[config.mk]
export PLATFORM = sky130hd
export DESIGN_NAME = samplerz_top
export DESIGN_NICKNAME = d
export VERILOG_FILES = /design/src/logic/samplerz_pkg.sv /design/src/logic/base_sampler.sv /design/src/logic/gaussian_exponent.sv /design/src/logic/berexp.sv /design/src/logic/job_ctrl.sv /design/src/logic/samplerz_top.sv
export SDC_FILE = /design/constraint.sdc
export NUM_CORES = 2
export LEC_CHECK = 0
export BUFFER_PORTS_ARGS = -buffer_cell sky130_fd_sc_hd__buf_2
export CAP_MARGIN = 20
export CORE_MARGIN = 3
export CORE_UTILIZATION = 60
export DETAILED_ROUTE_END_ITERATION = 7
export HOLD_SLACK_MARGIN = 0.1
export MAX_ROUTING_LAYER = met4
export PLACE_DENSITY = 0.77
export RECOVER_POWER = 50
export SYNTH_ARGS = -nofsm -noshare
export SYNTH_HDL_FRONTEND = slang
export SYNTH_SLANG_ARGS = --single-unit
[constraint.sdc]
create_clock -name clk -period 21.9 [get_ports clk]
set_clock_uncertainty 0.05 [all_clocks]
set_input_delay 3.285 -clock clk [delete_from_list [all_inputs] [get_ports clk]]
set_output_delay 3.285 -clock clk [all_outputs]
set_load 0.02 [all_outputs]
[src/logic/samplerz_pkg.sv]
// shared widths and fixed-point formats of the sampler
// base sampler cdt, exp table, sigma constants
// variant and state enums
package samplerz_pkg;

  // ============================================================
  // widths and fixed-point formats
  // ============================================================
  localparam int MU_W    = 32;  // signed q16.16 centre
  localparam int FRAC_W  = 16;  // fraction bits of r and inverse terms
  localparam int Z_W     = 8;   // signed candidate z and base z0
  localparam int W_W     = 16;  // signed sample out
  localparam int CDT_W   = 24;  // base sampler random word
  localparam int CDT_LEN = 18;
  localparam int CCS_W   = 9;   // q1.8 so 256 is 1.0
  localparam int CCS_SHIFT = 23;  // q1.31 product down to q1.8

  // derived datapath widths of the exponent stage
  localparam int D_W   = Z_W + FRAC_W + 1;      // signed z*2^16 - r
  localparam int DSQ_W = 2 * D_W - 1 - FRAC_W;  // (d*d)>>16 kept whole

  // ============================================================
  // base sampler table
  // ============================================================
  // top 24 bits of the falcon reverse cdt
  // tail entries are below 2^48 in the full table so they read as zero here
  localparam logic [CDT_W-1:0] BASE_CDT [CDT_LEN] = '{
    24'd10745844, 24'd5559083, 24'd2260429, 24'd708981,
    24'd169348,   24'd30538,   24'd4132,    24'd417,
    24'd31,       24'd1,       24'd0,       24'd0,
    24'd0,        24'd0,       24'd0,       24'd0,
    24'd0,        24'd0
  };

  // ============================================================
  // sigma constants
  // ============================================================
  localparam logic [FRAC_W-1:0] INV_SIGMA_MAX_SQR_DIV_2 = 16'h269F;  // q0.16 1/(2*1.8205^2)
  localparam logic [FRAC_W-1:0] SIGMA_MIN_512  = 16'hA390;  // q1.15 1.2778
  localparam logic [FRAC_W-1:0] SIGMA_MIN_1024 = 16'hA62E;  // q1.15 1.2983

  // exp(-x) lookup in steps of 1/8
  localparam int EXP_LEN        = 32;
  localparam int EXP_STEP_SHIFT = 13;  // q16.16 step of 0.125
  localparam int EXP_IDX_W      = $clog2(EXP_LEN);

  // round(256*exp(-k/8)) with entry 0 clamped to 255
  localparam logic [7:0] EXP_NEG_TABLE [EXP_LEN] = '{
    8'd255, 8'd226, 8'd199, 8'd176, 8'd155, 8'd137, 8'd121, 8'd107,
    8'd94,  8'd83,  8'd73,  8'd65,  8'd57,  8'd50,  8'd44,  8'd39,
    8'd35,  8'd31,  8'd27,  8'd24,  8'd21,  8'd19,  8'd16,  8'd14,
    8'd13,  8'd11,  8'd10,  8'd9,   8'd8,   8'd7,   8'd6,   8'd5
  };

  typedef enum logic {
    FALCON_512,
    FALCON_1024
  } falcon_type_e;

  typedef enum logic {
    ST_IDLE,
    ST_SAMPLING
  } sampler_state_e;

endpackage

[src/logic/base_sampler.sv]
// stage 1 of the sampling pipeline
// cdt compare for z0 and sign combination into z
module base_sampler (
  input  logic                                   clk,
  input  logic                                   rst_n_i,
  input  logic                                   rand_val_i,
  input  logic                                   busy_i,
  input  logic [samplerz_pkg::CDT_W-1:0]         rand_cdt_i,
  input  logic                                   rand_b_i,
  input  logic [7:0]                             rand_8_i,
  output logic                                   val_o,
  output logic signed [samplerz_pkg::Z_W-1:0]    z_o,
  output logic [samplerz_pkg::Z_W-1:0]           z0_o,
  output logic [7:0]                             rand_8_o
);

  logic                           take;    // attempt accepted into pipe
  logic [samplerz_pkg::Z_W-1:0]   z0_cnt;  // entries above rand_cdt
  logic [samplerz_pkg::Z_W-1:0]   z_next;

  assign take = rand_val_i & busy_i;  // random bits outside a job are dropped

  // table is decreasing so this is a thermometer count
  always_comb begin
    z0_cnt = '0;
    for (int i = 0; i < samplerz_pkg::CDT_LEN; i++) begin
      if (samplerz_pkg::BASE_CDT[i] > rand_cdt_i) begin
        z0_cnt = z0_cnt + 1'b1;
      end
    end
  end

  // b=1 gives 1+z0, b=0 gives -z0
  assign z_next = rand_b_i ? (z0_cnt + 1'b1) : ('0 - z0_cnt);

  always_ff @(posedge clk) begin
    if (!rst_n_i) begin
      val_o <= 1'b0;
    end else begin
      val_o <= take;
    end
  end

  always_ff @(posedge clk) begin
    if (take) begin
      z_o      <= z_next;
      z0_o     <= z0_cnt;    // kept for the z0^2 term
      rand_8_o <= rand_8_i;  // consumed in berexp
    end
  end

endmodule

[src/logic/gaussian_exponent.sv]
// stages 2 and 3 of the sampling pipeline
// squared distance terms, scaling and clamped exponent x
module gaussian_exponent (
  input  logic                                  clk,
  input  logic                                  rst_n_i,
  input  logic                                  val_i,
  input  logic signed [samplerz_pkg::Z_W-1:0]   z_i,
  input  logic [samplerz_pkg::Z_W-1:0]          z0_i,
  input  logic [7:0]                            rand_8_i,
  input  logic [samplerz_pkg::FRAC_W-1:0]       r_i,
  input  logic [samplerz_pkg::FRAC_W-1:0]       inv_sigma_sqr_div_2_i,
  output logic                                  val_o,
  output logic [samplerz_pkg::MU_W-1:0]         x_o,
  output logic signed [samplerz_pkg::Z_W-1:0]   z_o,
  output logic [7:0]                            rand_8_o
);

  // first stage signals
  logic signed [samplerz_pkg::D_W-1:0]       d;       // z*2^16 - r in q.16
  logic signed [2*samplerz_pkg::D_W-1:0]     d_sq;    // q.32 and never negative
  logic                                      val_s1;
  logic signed [samplerz_pkg::Z_W-1:0]       z_s1;
  logic [7:0]                                r8_s1;
  logic [samplerz_pkg::DSQ_W-1:0]            dsq_s1;  // (d*d)>>16
  logic [2*samplerz_pkg::Z_W-1:0]            z0sq_s1; // integer z0^2

  // second stage signals
  logic [samplerz_pkg::DSQ_W+samplerz_pkg::FRAC_W-1:0] part1_full;
  logic [samplerz_pkg::DSQ_W-1:0]            part1;
  logic [samplerz_pkg::MU_W-1:0]             part2;   // already q16.16
  logic [samplerz_pkg::DSQ_W-1:0]            diff;
  logic [samplerz_pkg::MU_W-1:0]             x_next;

  // ============================================================
  // stage 2a  d^2 and z0^2
  // ============================================================
  assign d = {z_i[samplerz_pkg::Z_W-1], z_i, {samplerz_pkg::FRAC_W{1'b0}}}
           - {{(samplerz_pkg::Z_W+1){1'b0}}, r_i};
  assign d_sq = d * d;

  always_ff @(posedge clk) begin
    if (!rst_n_i) begin
      val_s1 <= 1'b0;
    end else begin
      val_s1 <= val_i;
    end
  end

  always_ff @(posedge clk) begin
    dsq_s1  <= d_sq[2*samplerz_pkg::D_W-2:samplerz_pkg::FRAC_W];  // sign bit dropped, q.16 again
    z0sq_s1 <= z0_i * z0_i;
    z_s1    <= z_i;
    r8_s1   <= rand_8_i;
  end

  // ============================================================
  // stage 2b  scale, subtract, clamp
  // ============================================================
  assign part1_full = dsq_s1 * inv_sigma_sqr_div_2_i;
  assign part1      = part1_full[samplerz_pkg::DSQ_W+samplerz_pkg::FRAC_W-1:samplerz_pkg::FRAC_W];
  assign part2      = z0sq_s1 * samplerz_pkg::INV_SIGMA_MAX_SQR_DIV_2;

  always_comb begin
    if (part1 > {1'b0, part2}) begin
      diff = part1 - {1'b0, part2};
    end else begin
      diff = '0;  // negative x clamps to 0
    end
  end

  // bit 32 set saturates far beyond the exp table
  assign x_next = diff[samplerz_pkg::DSQ_W-1] ? '1 : diff[samplerz_pkg::MU_W-1:0];

  always_ff @(posedge clk) begin
    if (!rst_n_i) begin
      val_o <= 1'b0;
    end else begin
      val_o <= val_s1;
    end
  end

  always_ff @(posedge clk) begin
    x_o      <= x_next;
    z_o      <= z_s1;
    rand_8_o <= r8_s1;
  end

endmodule

[src/logic/berexp.sv]
// stage 4 of the sampling pipeline
// exp table lookup, ccs scaling and bernoulli accept compare
module berexp (
  input  logic                                  clk,
  input  logic                                  rst_n_i,
  input  logic                                  val_i,
  input  logic [samplerz_pkg::MU_W-1:0]         x_i,
  input  logic signed [samplerz_pkg::Z_W-1:0]   z_i,
  input  logic [7:0]                            rand_8_i,
  input  logic [samplerz_pkg::CCS_W-1:0]        ccs_i,
  output logic                                  val_o,
  output logic                                  accept_o,
  output logic signed [samplerz_pkg::Z_W-1:0]   z_o
);

  localparam int IDX_LO = samplerz_pkg::EXP_STEP_SHIFT;
  localparam int IDX_HI = samplerz_pkg::EXP_STEP_SHIFT + samplerz_pkg::EXP_IDX_W - 1;

  logic                                     past_table;  // k >= EXP_LEN
  logic [7:0]                               exp_val;     // q0.8 exp(-x)
  logic [8+samplerz_pkg::CCS_W-1:0]         prod;
  logic [samplerz_pkg::CCS_W-1:0]           threshold;

  assign past_table = |x_i[samplerz_pkg::MU_W-1:IDX_HI+1];
  assign exp_val    = past_table ? 8'd0 : samplerz_pkg::EXP_NEG_TABLE[x_i[IDX_HI:IDX_LO]];

  // ccs*exp(-x) back to q0.8 with max 255
  assign prod      = exp_val * ccs_i;
  assign threshold = prod[8+samplerz_pkg::CCS_W-1:8];

  always_ff @(posedge clk) begin
    if (!rst_n_i) begin
      val_o <= 1'b0;
    end else begin
      val_o <= val_i;
    end
  end

  always_ff @(posedge clk) begin
    accept_o <= ({1'b0, rand_8_i} < threshold);  // p(accept) = threshold/256
    z_o      <= z_i;
  end

endmodule

[src/logic/job_ctrl.sv]
// job register and per-job preparation of floor(mu), r and ccs
// sampling state and registered outcome
module job_ctrl (
  input  logic                                  clk,
  input  logic                                  rst_n_i,
  input  logic                                  start_i,
  input  logic [samplerz_pkg::MU_W-1:0]         mu_i,
  input  logic [samplerz_pkg::FRAC_W-1:0]       inv_sigma_prime_i,
  input  logic [samplerz_pkg::FRAC_W-1:0]       inv_sigma_sqr_div_2_i,
  input  samplerz_pkg::falcon_type_e            falcon_type_i,
  input  logic                                  attempt_val_i,
  input  logic                                  accept_i,
  input  logic signed [samplerz_pkg::Z_W-1:0]   z_i,
  output logic                                  busy_o,
  output logic signed [samplerz_pkg::W_W-1:0]   floor_mu_o,
  output logic [samplerz_pkg::FRAC_W-1:0]       r_o,
  output logic [samplerz_pkg::CCS_W-1:0]        ccs_o,
  output logic [samplerz_pkg::FRAC_W-1:0]       inv_sigma_sqr_div_2_o,
  output logic                                  dout_val_o,
  output logic signed [samplerz_pkg::W_W-1:0]   w_o,
  output logic                                  request_rand_o
);

  samplerz_pkg::sampler_state_e           state;
  logic [samplerz_pkg::FRAC_W-1:0]        sigma_min;  // q1.15
  logic [2*samplerz_pkg::FRAC_W-1:0]      ccs_prod;   // q1.31
  logic [samplerz_pkg::CCS_W-1:0]         ccs_raw;
  logic [samplerz_pkg::CCS_W-1:0]         ccs_next;
  logic                                   take_job;
  logic                                   hit;        // accepted attempt of this job
  logic                                   miss;       // rejected attempt of this job

  // ============================================================
  // ccs = sigma_min * inv_sigma_prime
  // ============================================================
  assign sigma_min = (falcon_type_i == samplerz_pkg::FALCON_1024) ?
                     samplerz_pkg::SIGMA_MIN_1024 : samplerz_pkg::SIGMA_MIN_512;
  assign ccs_prod  = sigma_min * inv_sigma_prime_i;
  assign ccs_raw   = ccs_prod[samplerz_pkg::CCS_SHIFT+samplerz_pkg::CCS_W-1:samplerz_pkg::CCS_SHIFT];
  assign ccs_next  = (ccs_raw > 9'd256) ? 9'd256 : ccs_raw;  // cap at 1.0

  assign busy_o   = (state == samplerz_pkg::ST_SAMPLING);
  assign take_job = start_i & (state == samplerz_pkg::ST_IDLE);
  assign hit      = busy_o & attempt_val_i & accept_i;
  assign miss     = busy_o & attempt_val_i & ~accept_i;

  always_ff @(posedge clk) begin
    if (!rst_n_i) begin
      state <= samplerz_pkg::ST_IDLE;
    end else begin
      case (state)
        samplerz_pkg::ST_IDLE: begin
          if (start_i) state <= samplerz_pkg::ST_SAMPLING;
        end
        samplerz_pkg::ST_SAMPLING: begin
          if (hit) state <= samplerz_pkg::ST_IDLE;  // first accept ends the job
        end
        default: state <= samplerz_pkg::ST_IDLE;
      endcase
    end
  end

  // job terms, stable for the whole job
  always_ff @(posedge clk) begin
    if (take_job) begin
      floor_mu_o            <= mu_i[samplerz_pkg::MU_W-1:samplerz_pkg::FRAC_W];  // mu >>> 16
      r_o                   <= mu_i[samplerz_pkg::FRAC_W-1:0];
      ccs_o                 <= ccs_next;
      inv_sigma_sqr_div_2_o <= inv_sigma_sqr_div_2_i;
    end
  end

  // ============================================================
  // outcome
  // ============================================================
  always_ff @(posedge clk) begin
    if (!rst_n_i) begin
      dout_val_o     <= 1'b0;
      request_rand_o <= 1'b0;
    end else begin
      dout_val_o     <= hit;
      request_rand_o <= miss;  // ask for a fresh random triple
    end
  end

  always_ff @(posedge clk) begin
    if (hit) begin
      w_o <= floor_mu_o + {{(samplerz_pkg::W_W-samplerz_pkg::Z_W){z_i[samplerz_pkg::Z_W-1]}}, z_i};
    end
  end

endmodule

[src/logic/samplerz_top.sv]
// top level of the discrete gaussian sampler
// job controller and the four pipeline stages
module samplerz_top (
  input  logic                                  clk,
  input  logic                                  rst_n_i,
  input  logic                                  start_i,
  input  logic [samplerz_pkg::MU_W-1:0]         mu_i,
  input  logic [samplerz_pkg::FRAC_W-1:0]       inv_sigma_prime_i,
  input  logic [samplerz_pkg::FRAC_W-1:0]       inv_sigma_sqr_div_2_i,
  input  samplerz_pkg::falcon_type_e            falcon_type_i,
  input  logic                                  rand_val_i,
  input  logic [samplerz_pkg::CDT_W-1:0]        rand_cdt_i,
  input  logic                                  rand_b_i,
  input  logic [7:0]                            rand_8_i,
  output logic                                  dout_val_o,
  output logic signed [samplerz_pkg::W_W-1:0]   w_o,
  output logic                                  request_rand_o,
  output logic                                  busy_o
);

  // job terms
  logic [samplerz_pkg::FRAC_W-1:0]        r;
  logic [samplerz_pkg::CCS_W-1:0]         ccs;
  logic [samplerz_pkg::FRAC_W-1:0]        inv_sq;

  // stage 1 to 2
  logic                                   bs_val;
  logic signed [samplerz_pkg::Z_W-1:0]    bs_z;
  logic [samplerz_pkg::Z_W-1:0]           bs_z0;
  logic [7:0]                             bs_r8;

  // stage 3 to 4
  logic                                   ge_val;
  logic [samplerz_pkg::MU_W-1:0]          ge_x;
  logic signed [samplerz_pkg::Z_W-1:0]    ge_z;
  logic [7:0]                             ge_r8;

  // stage 4 to controller
  logic                                   be_val;
  logic                                   be_accept;
  logic signed [samplerz_pkg::Z_W-1:0]    be_z;

  job_ctrl i_job_ctrl (
    .clk                   (clk),
    .rst_n_i               (rst_n_i),
    .start_i               (start_i),
    .mu_i                  (mu_i),
    .inv_sigma_prime_i     (inv_sigma_prime_i),
    .inv_sigma_sqr_div_2_i (inv_sigma_sqr_div_2_i),
    .falcon_type_i         (falcon_type_i),
    .attempt_val_i         (be_val),
    .accept_i              (be_accept),
    .z_i                   (be_z),
    .busy_o                (busy_o),
    .floor_mu_o            (),        // w is formed inside the controller
    .r_o                   (r),
    .ccs_o                 (ccs),
    .inv_sigma_sqr_div_2_o (inv_sq),
    .dout_val_o            (dout_val_o),
    .w_o                   (w_o),
    .request_rand_o        (request_rand_o)
  );

  base_sampler i_base_sampler (
    .clk        (clk),
    .rst_n_i    (rst_n_i),
    .rand_val_i (rand_val_i),
    .busy_i     (busy_o),
    .rand_cdt_i (rand_cdt_i),
    .rand_b_i   (rand_b_i),
    .rand_8_i   (rand_8_i),
    .val_o      (bs_val),
    .z_o        (bs_z),
    .z0_o       (bs_z0),
    .rand_8_o   (bs_r8)
  );

  gaussian_exponent i_gaussian_exponent (
    .clk                   (clk),
    .rst_n_i               (rst_n_i),
    .val_i                 (bs_val),
    .z_i                   (bs_z),
    .z0_i                  (bs_z0),
    .rand_8_i              (bs_r8),
    .r_i                   (r),
    .inv_sigma_sqr_div_2_i (inv_sq),
    .val_o                 (ge_val),
    .x_o                   (ge_x),
    .z_o                   (ge_z),
    .rand_8_o              (ge_r8)
  );

  berexp i_berexp (
    .clk      (clk),
    .rst_n_i  (rst_n_i),
    .val_i    (ge_val),
    .x_i      (ge_x),
    .z_i      (ge_z),
    .rand_8_i (ge_r8),
    .ccs_i    (ccs),
    .val_o    (be_val),
    .accept_o (be_accept),
    .z_o      (be_z)
  );

endmodule

==> impl_metrics.json <==
{
  "initial_core_util_pct": 60.98,
  "final_common_cell": "inv_1",
  "wl_met3_um": 8880,
  "die_x_um": 315.2,
  "clock_path_buffers": 3,
  "cts_tree": "built",
  "vias_per_cell": 5.533,
  "layout.cells.most_common_list": "inv_1 (1458), fa_1 (1296), nand2_1 (677), ha_1 (629), nor2_1 (309)",
  "max_freq_mhz": 85.72,
  "setup_viol": 0,
  "drt_iter0_drc": 2882,
  "ios": 121,
  "grt_overflow": 0,
  "dieArea_um2": 99320,
  "syn_inst": 5963,
  "regArea_um2": 5215,
  "rows": 112,
  "insertedDiodeCount": 0,
  "end_kind": "flop",
  "relSlewSlack_pct": 12.95,
  "crit_top_cell": "fa_1",
  "start_kind": "flop",
  "cts_sinks": 212,
  "hpwlAfterDp_um": 109500,
  "drv_slew": 0,
  "firstDrtPassIters": 6,
  "wl_met2_um": 63870,
  "place_congestion": 0.9479,
  "yosys_warnings": 0,
  "critical_path.max_stage_delay_ns": 0.85,
  "wire_per_inst_um": 18.11,
  "finalCriticalPeriod_ns": 11.67,
  "met1_length_um": 54270,
  "port_buffers": 120,
  "wirelength_um": 132100,
  "highest_layer": "met4",
  "crit_path_max_fanout": 25,
  "ctsRootBufferMaster": "clkbuf_16",
  "ctsHtreeMaxLevel": 1,
  "tns_ns": 0,
  "post-cts-setup-buffers": 0,
  "rsz0062_at_grt": "false",
  "syn_area_um2": 57340,
  "drc_errors": 0,
  "final_antenna_net_count": 0,
  "ys_seq_area_share_pct": 9.094,
  "status": "finished, final reports clean",
  "ys_types": 96,
  "cts-resized-gates": 0,
  "place_area_um2": 59350,
  "hold_class": "flop to flop",
  "fill_cells": 7572,
  "synth_edf_count": 97,
  "grt_pass1_wl_um": 223000,
  "clk_latency_ns": 0.65,
  "path_clk_slew_ns": 0.06,
  "final_hold_viol_count": 0,
  "core_area_um2": 94030,
  "grt_max_degree": 58,
  "grt_pass1_vias": 44190,
  "crit_slowest_cell": "clkinv_1",
  "cp_data_arrival_time_ns": 12.15,
  "multi_input_area_um2": 46050,
  "areaGrowthSynthToFinish_pct": 5.357,
  "worst_pin_slew_ns": 1.306,
  "synth_flop_cell": "dfxtp_1",
  "antenna_found_initial": 2,
  "maxCapViolations": 0,
  "min_period_over_period_pct": 53.27,
  "avgSynthCellArea_um2": 9.617,
  "criticalPathCategory": "flop to flop",
  "final_cell_area_um2": 60420,
  "track_usage_pct": 28.93,
  "cp.required_ns": 22.38,
  "num_vias": 40370,
  "hold_buffers": 0,
  "die_h_um": 315.2,
  "cts_buffers": 31,
  "drive_above_1_share_pct": 4.618,
  "num-nets-final": 8043,
  "ys_ff_latch": 212,
  "synthArstFlopShare_pct": 0
}
## registers in the layout, indices dropped and copies added, names as in the netlist, 8 cells and up
name and flops:
i_job_ctrl.r_o 16, i_job_ctrl.ccs_o 9, i_job_ctrl.floor_mu_o 16, i_job_ctrl.w_o 16, i_job_ctrl.inv_sigma_sqr_div_2_o 16, i_gaussian_exponent.r8_s1 8
i_berexp.z_o 8, i_gaussian_exponent.z0sq_s1 15, i_base_sampler.z_o 8, i_gaussian_exponent.x_o 19, i_base_sampler.rand_8_o 8, i_gaussian_exponent.dsq_s1 33
i_gaussian_exponent.rand_8_o 8, i_base_sampler.z0_o 8, i_gaussian_exponent.z_s1 8, i_gaussian_exponent.z_o 8
## layout make-up
cell class              instances  share of cell area [%]
clock buffers                  36                   1.367
clock inverters                22                  0.4246
inverters                    1464                   9.096
multi-input cells            4130                   76.22
flip-flops and latches        212                   8.632
well taps                    1254                   2.597
repair buffers                177                   1.663
## synth_stat cells (all sizes together), types with 6 or more instances
cell | n | area share, %
a211oi | 11 | 0.15
fa | 1296 | 45
and3 | 23 | 0.25
inv | 1459 | 9.6
dfxtp | 115 | 4.0
clkbuf | 157 | 1.0
a311oi | 6 | 0.12
o31a | 7 | 0.11
or4 | 8 | 0.13
o41ai | 6 | 0.092
nor3b | 8 | 0.10
nor2 | 310 | 2.0
buf | 13 | 0.12
a31oi | 18 | 0.22
xor2 | 60 | 0.94
xnor2 | 132 | 2.1
a21o | 64 | 0.84
nand2 | 677 | 4.4
edfxtp | 97 | 5.1
nand3 | 34 | 0.31
nor3 | 49 | 0.43
o21ai | 71 | 0.62
a21oi | 111 | 0.97
nand3b | 6 | 0.079
o21bai | 15 | 0.20
and2 | 230 | 2.5
or3 | 12 | 0.13
nor2b | 48 | 0.52
ha | 629 | 14
a31o | 6 | 0.092
o21a | 52 | 0.68
a21boi | 11 | 0.14
mux2i | 10 | 0.17
nand4 | 27 | 0.29
or2 | 22 | 0.24
o211ai | 23 | 0.32
nor4 | 22 | 0.28
nand2b | 31 | 0.34
## path summary, 6_finish.rpt
kind / startpoint / end / slack [ns] / cells past startpoint
setup / recovery: i_job_ctrl.r_o[0] / i_gaussian_exponent.dsq_s1[31] / 10.23 / 31
hold / removal: i_gaussian_exponent.z_s1[4] / i_gaussian_exponent.z_o[4] / 0.28 / 0
setup reg to reg: i_job_ctrl.r_o[0] / i_gaussian_exponent.dsq_s1[31] / 10.23 / 31
hold reg to reg: i_gaussian_exponent.z_s1[4] / i_gaussian_exponent.z_o[4] / 0.28 / 0
## through the flow
step / hold WS, ns / util, % / setup WS [ns] / std cells
6_report: 0.2771 / 64.25 / 10.23 / 7295
5_1_grt: 0.2822 / 64.25 / 9.658 / 7295
4_1_cts: 0.2777 / 64.27 / 10.54 / 7294
3_5_place_dp: 0.2628 / 63.12 / 10.54 / 7236
3_3_place_gp: 0.2608 / 63.12 / 10.79 / 7236
2_1_floorplan: 0.2596 / - / 11.42 / 5976
## routing by layer
layer	vias up	global-route usage [%]
met1	20520	38.36
met4	0	9.095
met2	1414	47.22
met5	-	-
li1	18130	-
met3	299	3.168
## worst max-delay path: cells and delay by family (launching register included)
family / cells / cell delay, ns
XOR/XNOR: 2 / 0.73
adder cells (fa/ha/maj): 9 / 4.39
AO/OA/AOI/OAI: 7 / 2.56
buffers and inverters: 4 / 1.68
flip-flops: 1 / 0.48
AND/OR/NAND/NOR: 9 / 1.65
## cells by family after synthesis
logic type | synth area share, %
AOI/OAI and AO/OA | 5.394
other | 0.01310
and+or+nand+nor | 12.40
adders and majority gates | 58.97
xor gates and xnor gates | 3.094
muxes | 0.3120
buffers and inverters | 10.73
DFF | 9.094
Power is not shown: default switching activity piles up to over one toggle a cycle in this logic, so the estimate is an artifact.
